**config.mk**
```make
export PLATFORM = sky130hd
export DESIGN_NAME = cpuControl
export DESIGN_NICKNAME = d
export VERILOG_FILES = /design/src/rtl/controlPkg.sv /design/src/rtl/controlDecode.sv /design/src/rtl/cpuControl.sv /design/src/rtl/cycleSequencer.sv /design/src/rtl/flagCondition.sv /design/src/rtl/irqSync.sv
export SDC_FILE = /design/constraint.sdc
export NUM_CORES = 1
export LEC_CHECK = 0
export BUFFER_PORTS_ARGS = -buffer_cell sky130_fd_sc_hd__buf_2
export CORE_MARGIN = 5
export CORE_UTILIZATION = 30
export DETAILED_ROUTE_END_ITERATION = 6
export GPL_TIMING_DRIVEN = 0
export HOLD_SLACK_MARGIN = 0.03
export MAX_ROUTING_LAYER = met4
export PLACE_DENSITY_LB_ADDON = 0.08
export SYNTH_ARGS = -nofsm -noshare
export SYNTH_HDL_FRONTEND = slang
export SYNTH_HIERARCHICAL = 1
export SYNTH_SLANG_ARGS = --single-unit
```
**constraint.sdc**
```tcl
create_clock -name Clock -period 2.1 [get_ports Clock]
set_input_delay 0.21 -clock Clock [delete_from_list [all_inputs] [get_ports Clock]]
set_output_delay 0.21 -clock Clock [all_outputs]
set_load 0.01 [all_outputs]
```
**src/rtl/controlPkg.sv**
```systemverilog
// Flag positions, field widths, state and select enums, instruction byte union
package controlPkg;

	localparam int flagZ = 0;
	localparam int flagC = 1;
	localparam int flagV = 2;
	localparam int flagN = 3;
	localparam int flagWidth = 4;
	localparam int opcodeWidth = 5;
	localparam int condWidth = 3;

	typedef enum logic [1:0] {fetch, execute, interrupt} majorState_t;

	typedef enum logic [2:0] {cycle0, cycle1, cycle2, cycle3, cycle4} subCycle_t;

	typedef enum logic [opcodeWidth-1:0] {
		ADD, ADDI, ADDIB, ADC, ADCI, SUB, SUBI, SUBIB, SUC, SUCI,
		CMP, CMPI, AND, OR, XOR, NOT, NAND, NOR, LSL, LSR, ASR, NEG,
		LUI, LLI, LDW, STW, PUSH, POP, BRANCH, INTERRUPT
	} opcode_t;

	typedef enum logic [condWidth-1:0] {BR, JMP, RET, BWL, BNE, BE, BLT, BGE} branch_t;

	// Low field under INTERRUPT
	typedef enum logic [condWidth-1:0] {
		SysNop = 3'd0,
		EI = 3'd1,
		DI = 3'd2
	} sysOp_t;

	typedef enum logic [1:0] {Pc1, PcAluOut, PcSysbus, PcInt} pcSel_t;
	typedef enum logic {ImmLong, ImmShort} immSel_t;
	typedef enum logic {Op1Rd1, Op1Pc} op1Sel_t;
	typedef enum logic [1:0] {Op2Imm, Op2Rd2, Op2zero} op2Sel_t;
	typedef enum logic [1:0] {Rs1Ra, Rs1Rd, Seven} rs1Sel_t;
	typedef enum logic {RwRd, RwSeven} rwSel_t;
	typedef enum logic {WdAlu, WdSys} wdSel_t;
	typedef enum logic {LrSys, LrPc} lrSel_t;
	typedef enum logic [1:0] {
		nOR = 2'd0,
		subOR = 2'd2	// Force a decrement on the ALU
	} aluOr_t;

	typedef struct packed {
		opcode_t opcode;
		branch_t cond;
	} branchView_t;

	typedef struct packed {
		opcode_t opcode;
		sysOp_t op;
	} systemView_t;

	typedef union packed {
		branchView_t branch;
		systemView_t system;
	} instrByte_t;

endpackage

```
**src/rtl/controlDecode.sv**
```systemverilog
// Control strobe decoder for fetch, execute and interrupt entry subcycles
`timescale 1ns/10ps

module controlDecode import controlPkg::*; (
	input majorState_t State,
	input subCycle_t SubCycle,
	input instrByte_t Instr,
	input logic BranchTaken,
	output logic ALE,
	output logic AluEn,
	output logic AluWe,
	output aluOr_t AluOr,
	output logic Enb,
	output immSel_t ImmSel,
	output logic IrWe,
	output logic LrEn,
	output lrSel_t LrSel,
	output logic LrWe,
	output logic MemEn,
	output logic nME,
	output logic nOE,
	output logic nWE,
	output op1Sel_t Op1Sel,
	output op2Sel_t Op2Sel,
	output logic PcEn,
	output pcSel_t PcSel,
	output logic PcWe,
	output logic RegWe,
	output rs1Sel_t Rs1Sel,
	output rwSel_t RwSel,
	output wdSel_t WdSel,
	output logic StatusWe,
	output logic IntClear,
	output logic IntEnable,
	output logic IntDisable
);

	opcode_t opcode;

	assign opcode = Instr.branch.opcode;

	always_comb begin
		ALE = 1'b0;
		AluEn = 1'b0;
		AluWe = 1'b0;
		AluOr = nOR;
		Enb = 1'b0;
		ImmSel = ImmLong;
		IrWe = 1'b0;
		LrEn = 1'b0;
		LrSel = LrSys;
		LrWe = 1'b0;
		MemEn = 1'b0;
		nME = 1'b1;
		nOE = 1'b1;
		nWE = 1'b1;
		Op1Sel = Op1Rd1;
		Op2Sel = Op2Imm;
		PcEn = 1'b0;
		PcSel = Pc1;
		PcWe = 1'b0;
		RegWe = 1'b0;
		Rs1Sel = Rs1Ra;
		RwSel = RwRd;
		WdSel = WdAlu;
		StatusWe = 1'b0;
		IntClear = 1'b0;
		IntEnable = 1'b0;
		IntDisable = 1'b0;
		case (State)
			fetch:
				case (SubCycle)
					cycle0: begin
						ALE = 1'b1;	// PC out as address
						PcEn = 1'b1;
					end
					cycle1: begin
						nME = 1'b0;
						MemEn = 1'b1;
						PcEn = 1'b1;
					end
					cycle2: begin
						nME = 1'b0;
						nOE = 1'b0;
						MemEn = 1'b1;
						Enb = 1'b1;
						IrWe = 1'b1;
					end
					cycle3: begin
						nOE = 1'b0;
						MemEn = 1'b1;
						Enb = 1'b1;
					end
					default: ;
				endcase
			execute:
				case (SubCycle)
					cycle4:
						case (opcode)
							ADD, ADDI, ADDIB, ADC, ADCI, SUB, SUBI, SUBIB, SUC, SUCI,
							CMP, CMPI, AND, OR, XOR, NOT, NAND, NOR, LSL, LSR, ASR, NEG: begin
								PcEn = 1'b1;
								PcWe = 1'b1;
								StatusWe = 1'b1;
								RegWe = (opcode != CMP) && (opcode != CMPI);	// Compare sets flags only
								case (opcode)
									ADD, SUB, CMP, AND, OR, XOR, NAND, NOR: Op2Sel = Op2Rd2;
									ADDI, SUBI, CMPI, LSL, LSR, ASR: ImmSel = ImmShort;
									ADDIB, SUBIB: Rs1Sel = Rs1Rd;
									default: ;
								endcase
							end
							LUI, LLI: begin
								AluEn = 1'b1;
								Rs1Sel = Rs1Rd;
								RegWe = 1'b1;
								PcWe = 1'b1;
							end
							LDW, STW: begin
								// Address add before the bus cycle
								AluEn = 1'b1;
								AluWe = 1'b1;
								ImmSel = ImmShort;
							end
							BRANCH:
								case (Instr.branch.cond)
									JMP: begin
										ImmSel = ImmShort;
										PcSel = PcAluOut;
										PcWe = 1'b1;
									end
									RET: begin
										LrEn = 1'b1;
										PcSel = PcSysbus;
										PcWe = 1'b1;
									end
									default: begin
										PcWe = 1'b1;
										Op1Sel = Op1Pc;	// PC relative target
										AluEn = 1'b1;
										if (BranchTaken) begin
											PcSel = PcAluOut;
											if (Instr.branch.cond == BWL) begin
												LrWe = 1'b1;
												LrSel = LrPc;
											end
										end
									end
								endcase
							INTERRUPT: begin
								PcEn = 1'b1;
								PcWe = 1'b1;
								IntEnable = (Instr.system.op == EI);
								IntDisable = (Instr.system.op == DI);
							end
							default: ;
						endcase
					cycle0: begin
						ALE = 1'b1;
						ImmSel = ImmShort;
						AluEn = 1'b1;
					end
					cycle1: begin
						nME = 1'b0;
						Op2Sel = Op2zero;
						Rs1Sel = Rs1Rd;
						AluWe = 1'b1;	// Store data passes through
						AluEn = 1'b1;
						MemEn = (opcode == LDW);
					end
					cycle2: begin
						PcWe = 1'b1;
						nME = 1'b0;
						if (opcode == LDW) begin
							nOE = 1'b0;
							MemEn = 1'b1;
							Enb = 1'b1;
							WdSel = WdSys;
							RegWe = 1'b1;
						end else begin
							AluEn = 1'b1;
							Op2Sel = Op2zero;
						end
					end
					default: begin
						if (opcode == LDW) begin
							nOE = 1'b0;
							MemEn = 1'b1;
							Enb = 1'b1;
						end else begin
							nWE = 1'b0;	// Write strobe
							AluEn = 1'b1;
							Op2Sel = Op2zero;
						end
					end
				endcase
			interrupt:
				case (SubCycle)
					cycle0: begin
						Rs1Sel = Seven;	// SP decrement
						RwSel = RwSeven;
						AluOr = subOR;
						Op2Sel = Op2zero;
						AluEn = 1'b1;
						AluWe = 1'b1;
						RegWe = 1'b1;
					end
					cycle1: begin
						ALE = 1'b1;
						Rs1Sel = Seven;
						AluOr = subOR;
						Op2Sel = Op2zero;
						AluEn = 1'b1;
					end
					cycle2: begin
						nME = 1'b0;
						Op2Sel = Op2zero;
						AluEn = 1'b1;
					end
					cycle3: begin
						nME = 1'b0;
						nWE = 1'b0;	// Push return PC
						PcEn = 1'b1;
					end
					default: begin
						PcEn = 1'b1;
						PcSel = PcInt;
						PcWe = 1'b1;
						IntClear = 1'b1;
					end
				endcase
			default: ;
		endcase
	end

endmodule

```
**src/rtl/cpuControl.sv**
```systemverilog
// Processor control unit top level
`timescale 1ns/10ps

module cpuControl import controlPkg::*; (
	input logic Clock,
	input logic nReset,
	input instrByte_t Instr,
	input logic [flagWidth-1:0] Flags,
	input logic nIRQ,
	input logic nWait,
	output logic ALE,
	output logic AluEn,
	output logic AluWe,
	output aluOr_t AluOr,
	output logic CFlag,
	output logic Enb,
	output immSel_t ImmSel,
	output logic IrWe,
	output logic LrEn,
	output lrSel_t LrSel,
	output logic LrWe,
	output logic MemEn,
	output logic nME,
	output logic nOE,
	output logic nWE,
	output op1Sel_t Op1Sel,
	output op2Sel_t Op2Sel,
	output logic PcEn,
	output pcSel_t PcSel,
	output logic PcWe,
	output logic RegWe,
	output rs1Sel_t Rs1Sel,
	output rwSel_t RwSel,
	output wdSel_t WdSel
);

	majorState_t state;
	subCycle_t subCycle;
	logic intReq;
	logic intClear;
	logic intEnable;
	logic intDisable;
	logic statusWe;
	logic branchTaken;

	irqSync irq (
		.Clock(Clock),
		.nReset(nReset),
		.nIRQ(nIRQ),
		.IntClear(intClear),
		.IntEnable(intEnable),
		.IntDisable(intDisable),
		.IntReq(intReq)
	);

	flagCondition flags (
		.Clock(Clock),
		.nReset(nReset),
		.Flags(Flags),
		.StatusWe(statusWe),
		.Cond(Instr.branch.cond),
		.BranchTaken(branchTaken),
		.CFlag(CFlag)
	);

	cycleSequencer sequencer (
		.Clock(Clock),
		.nReset(nReset),
		.Opcode(Instr.branch.opcode),
		.nWait(nWait),
		.IntReq(intReq),
		.State(state),
		.SubCycle(subCycle)
	);

	controlDecode decode (
		.State(state),
		.SubCycle(subCycle),
		.Instr(Instr),
		.BranchTaken(branchTaken),
		.ALE(ALE),
		.AluEn(AluEn),
		.AluWe(AluWe),
		.AluOr(AluOr),
		.Enb(Enb),
		.ImmSel(ImmSel),
		.IrWe(IrWe),
		.LrEn(LrEn),
		.LrSel(LrSel),
		.LrWe(LrWe),
		.MemEn(MemEn),
		.nME(nME),
		.nOE(nOE),
		.nWE(nWE),
		.Op1Sel(Op1Sel),
		.Op2Sel(Op2Sel),
		.PcEn(PcEn),
		.PcSel(PcSel),
		.PcWe(PcWe),
		.RegWe(RegWe),
		.Rs1Sel(Rs1Sel),
		.RwSel(RwSel),
		.WdSel(WdSel),
		.StatusWe(statusWe),
		.IntClear(intClear),
		.IntEnable(intEnable),
		.IntDisable(intDisable)
	);

endmodule

```
**src/rtl/cycleSequencer.sv**
```systemverilog
// Major state and subcycle sequencer with memory wait states
`timescale 1ns/10ps

module cycleSequencer import controlPkg::*; (
	input logic Clock,
	input logic nReset,
	input opcode_t Opcode,
	input logic nWait,
	input logic IntReq,
	output majorState_t State,
	output subCycle_t SubCycle
);

	majorState_t nextState;
	subCycle_t nextSub;
	logic memOp;

	assign memOp = (Opcode == LDW) || (Opcode == STW);

	always_comb begin
		nextState = State;
		nextSub = SubCycle;
		case (State)
			fetch:
				case (SubCycle)
					cycle0: nextSub = cycle1;
					cycle1: nextSub = cycle2;
					cycle2: if (nWait) nextSub = cycle3;	// Instruction read
					cycle3: begin
						nextState = execute;
						nextSub = cycle4;
					end
					default: nextSub = cycle0;
				endcase
			execute:
				case (SubCycle)
					cycle0: nextSub = cycle1;
					cycle1: nextSub = cycle2;
					cycle2: if (nWait) nextSub = cycle3;	// Data transfer
					default: begin
						// cycle4 ends single-cycle ops, cycle3 ends LDW/STW
						nextSub = cycle0;
						if (SubCycle == cycle4 && memOp)
							nextState = execute;
						else if (IntReq)
							nextState = interrupt;
						else
							nextState = fetch;
					end
				endcase
			interrupt:
				case (SubCycle)
					cycle0: nextSub = cycle1;
					cycle1: nextSub = cycle2;
					cycle2: nextSub = cycle3;
					cycle3: nextSub = cycle4;
					default: begin
						nextState = fetch;
						nextSub = cycle0;
					end
				endcase
			default: begin
				nextState = fetch;
				nextSub = cycle0;
			end
		endcase
	end

	always_ff @(posedge Clock or negedge nReset) begin
		if (!nReset) begin
			State <= fetch;
			SubCycle <= cycle0;
		end else begin
			State <= nextState;
			SubCycle <= nextSub;
		end
	end

endmodule

```
**src/rtl/flagCondition.sv**
```systemverilog
// Status flags register, carry output and branch condition test
`timescale 1ns/10ps

module flagCondition import controlPkg::*; (
	input logic Clock,
	input logic nReset,
	input logic [flagWidth-1:0] Flags,
	input logic StatusWe,
	input branch_t Cond,
	output logic BranchTaken,
	output logic CFlag
);

	logic [flagWidth-1:0] statusReg;

	always_ff @(posedge Clock or negedge nReset) begin
		if (!nReset)
			statusReg <= '0;
		else if (StatusWe)
			statusReg <= Flags;
	end

	assign CFlag = statusReg[flagC];

	always_comb begin
		case (Cond)
			BR, BWL: BranchTaken = 1'b1;
			BNE: BranchTaken = ~statusReg[flagZ];
			BE: BranchTaken = statusReg[flagZ];
			BLT: BranchTaken = statusReg[flagN] ^ statusReg[flagV];	// Signed less than
			BGE: BranchTaken = ~(statusReg[flagN] ^ statusReg[flagV]);
			default: BranchTaken = 1'b0;	// JMP and RET handled by decoder
		endcase
	end

endmodule

```
**src/rtl/irqSync.sv**
```systemverilog
// Interrupt request synchronizer, falling edge detect, pending latch and enable bit
`timescale 1ns/10ps

module irqSync (
	input logic Clock,
	input logic nReset,
	input logic nIRQ,
	input logic IntClear,
	input logic IntEnable,
	input logic IntDisable,
	output logic IntReq
);

	logic irqMeta;
	logic irqSynced;
	logic irqEnabled;
	logic irqFall;

	assign irqFall = irqMeta & ~irqSynced;	// nIRQ just went low

	always_ff @(posedge Clock or negedge nReset) begin
		if (!nReset) begin
			irqMeta <= 1'b0;
			irqSynced <= 1'b0;
			irqEnabled <= 1'b0;
			IntReq <= 1'b0;
		end else begin
			irqMeta <= ~nIRQ;
			irqSynced <= irqMeta;
			// Held until entry sequence is done
			IntReq <= (irqFall & irqEnabled) | (IntReq & ~IntClear);
			if (IntEnable)
				irqEnabled <= 1'b1;
			else if (IntDisable)
				irqEnabled <= 1'b0;
		end
	end

endmodule

```
==> metrics <==
status completed; max layer used met4; met1 WL 1907 um; CORE AREA about 0.0044 sq mm; nets@finish 252; Hold EP irq/irqMeta; Syn Area/Cell about 7.7 sq um; met3 wire len 210 um; TNS Setup 0 ns; part of the cycle the worst path needs 0.9565; Final Hold Fails 0; Max Root-Sink Buffers 2; Worst-Skew Late Latency 0.24 ns; Reg2Reg Setup Slack roughly 0.55 ns; pwr dens ~1100 mW/mm^2; total gr overflow 0; CTS clk-pin slew, worst paths 0.05 ns; maximum capacitance violations 0; cell count of the worst reg-to-reg path 4; Antenna Violating Nets Remaining 0; EDFF count, synth 0; DRC 0; Total Wirelength 4002 um; Total Power 2029 uW; CP startpoint sequencer/State[1]; Post-Syn Area 0.001384 sq mm; initial core utilization 0.3135; layout cells sized above 1 0.3593; Leakage 0.0008591 uW; Synth area leader dfrtp_1; Synth Instances 180; Worst Path Arrival 1.80 ns; WS Path Type reg2out; top post-synthesis cells by area dfrtp_1 24%, nor2_1 5.2%, nand2b_1 4.5%, ha_1 3.6%, nor2b_1 3.2%; Seq/Total Area, Yosys 0.2351; final setup fails 0; Async SR Flop Fraction 1.000; WHS 0.1063 ns; multi-input logic area 0.001054 sq mm; WL per Instance approximately 14 um; hold depth 2; clk_skew 0.0005267 ns; Syn-to-layout area delta 35.44%; Rows 24; #FFs+latches synth 13; Crit. End Element output pin; antenna violations before repair 0; die width 77.92 um; clock root buffer clkbuf_8; number of global-route vias before repair about 1.3k; final worst slack 0.09130 ns; DR pass1 iterations 4; syn nets 200; CTS Buf Count 3; pre-CTS setup slack -0.1471 ns; top-area cell type share of the netlist area 0.2351; Netlist cell types 57; R2R Path Start sequencer/SubCycle[2]; largest net degree at the start of global routing 14; Detail Route met2 WL 1872 um; Slew HR 0.6813; worst reg2reg path endpoint flags/statusReg[0]; clk sinks 13; via count 1447; hold_sp nIRQ; RSZ-0062 raised after global routing yes; iteration-0 DRC count of the detailed router 74; die area roughly 0.006 sq mm; Final min period ~2 ns; Slew @ Worst Pin around 0.47 ns; fmax 497.8 MHz; global-route usage over all layers 0.1293; Peak VDD IR roughly 650 uV; Main synth FF type dfrtp_1; CTS tree done; H-tree lvl count 1; Min-Delay Path Class in2reg; crit path launch type flop; top post-synthesis cells by count 19 x nor2_1, 13 x dfrtp_1, 11 x nand2_1; Slew Viols, Final 0; Critical Path RT approximately 1.9 ns; cell with the most instances after synthesis nor2_1; port bufs ~40; Via-to-Cell Ratio a little over 5; DIE HEIGHT 77.92 um; filler cell count 463; Ant. Diodes 0; GP Congestion 0.7782; Syn. warnings 6; post-DP HPWL approximately 3000 um; first-pass GRT wire length 6417 um; CP max FO 5; Register Area 329.1 sq um; io pins 44
==> power by group <==
part | internal [uW] | switching [uW] | total, uW
registers | 337 | 84.8 | 422
logic | 643 | 751 | 1390
clock network | 133 | 80.2 | 214
==> how the worst max path moves through the flow <==
stage	endpoint	slack, ns	cells past startpoint
final	MemEn	0.09	6
after detailed placement	PcEn	-0.15	7
after global placement	PcEn	-0.14	7
after floorplan	PcSel[1]	0.26	6
after CTS	AluEn	0.008	7
after global routing	AluEn	-0.003	7
==> flip-flops by register name, summed over array words and instances (netlist names) <==
| name | count |
|---|---|
| flags/statusReg | 4 |
| irq/irqMeta | 1 |
| sequencer/State | 2 |
| sequencer/SubCycle | 3 |
| irq/irqSynced | 1 |
| irq/irqEnabled | 1 |
| irq/IntReq | 1 |
==> kinds of logic (layout without fill, tap and decap cells) <==
| logic type | count (synthesis) | count (layout) | share of synthesized area |
|---|---|---|---|
| AOI/OAI and AO/OA | 49 | 49 | 0.2532 |
| xor gates and xnor gates | 6 | 6 | 0.03797 |
| adders and majority gates | 4 | 4 | 0.03617 |
| buffers and inverters | 23 | 74 | 0.07323 |
| DFF | 13 | 13 | 0.2351 |
| muxes | 4 | 4 | 0.03255 |
| other | 1 | 1 | 0.002710 |
| and+or+nand+nor | 80 | 80 | 0.3291 |
==> worst max-delay path: stages, from the launching register on <==
cell	delay (ns)
dfrtp_2	0.41
inv_2	0.08
ha_4	0.15
or4b_4	0.51
a21boi_4	0.17
nor2_1	0.11
buf_2	0.13
==> cells in the final DEF (no fill, tap or decap), types with 6 or more instances in the layout <==
master / count
nor3_1: 8
buf_4: 10
a21oi_1: 7
o21ai_0: 8
buf_2: 42
a31oi_1: 6
inv_1: 8
dfrtp_1: 10
nor2b_1: 6
nand2_1: 11
nor2_1: 18
nand2b_1: 10
==> through the flow <==
| step | area [sq um] | util | std cells |
|---|---|---|---|
| CTS | 1802 | 0.4082 | 280 |
| floorplan | 1384 | - | 180 |
| global placement | 1654 | 0.3747 | 273 |
| finish | 1874 | 0.4246 | 283 |
| detailed placement | 1654 | 0.3747 | 273 |
| global route | 1874 | 0.4246 | 283 |
==> routing by layer <==
layer	global-route usage	up-vias
li1	-	754
met1	0.1828	656
met2	0.1953	35
met3	0.02431	2
met4	0.02027	0
met5	-	-
==> cell type report <==
| cell class | instances | area share |
|---|---|---|
| Multi-Input combinational cell | 144 | 0.5621 |
| Timing Repair Buffer | 47 | 0.1348 |
| Clock buffer | 4 | 0.02403 |
| Sequential cell | 13 | 0.1756 |
| Tap cell | 52 | 0.03471 |
| Buffer | 14 | 0.05073 |
| Inverter | 9 | 0.01802 |
==> timing repair <==
action | CTS | global route
hold endpoints to repair | 13 | 0
hold buffers | 1 | 0
pin swaps | 0 | 4
setup endpoints to repair | 24 | 12
buffers inserted | 2 | 3
resized for setup | 18 | 19
(Power assumes the default switching activity.)
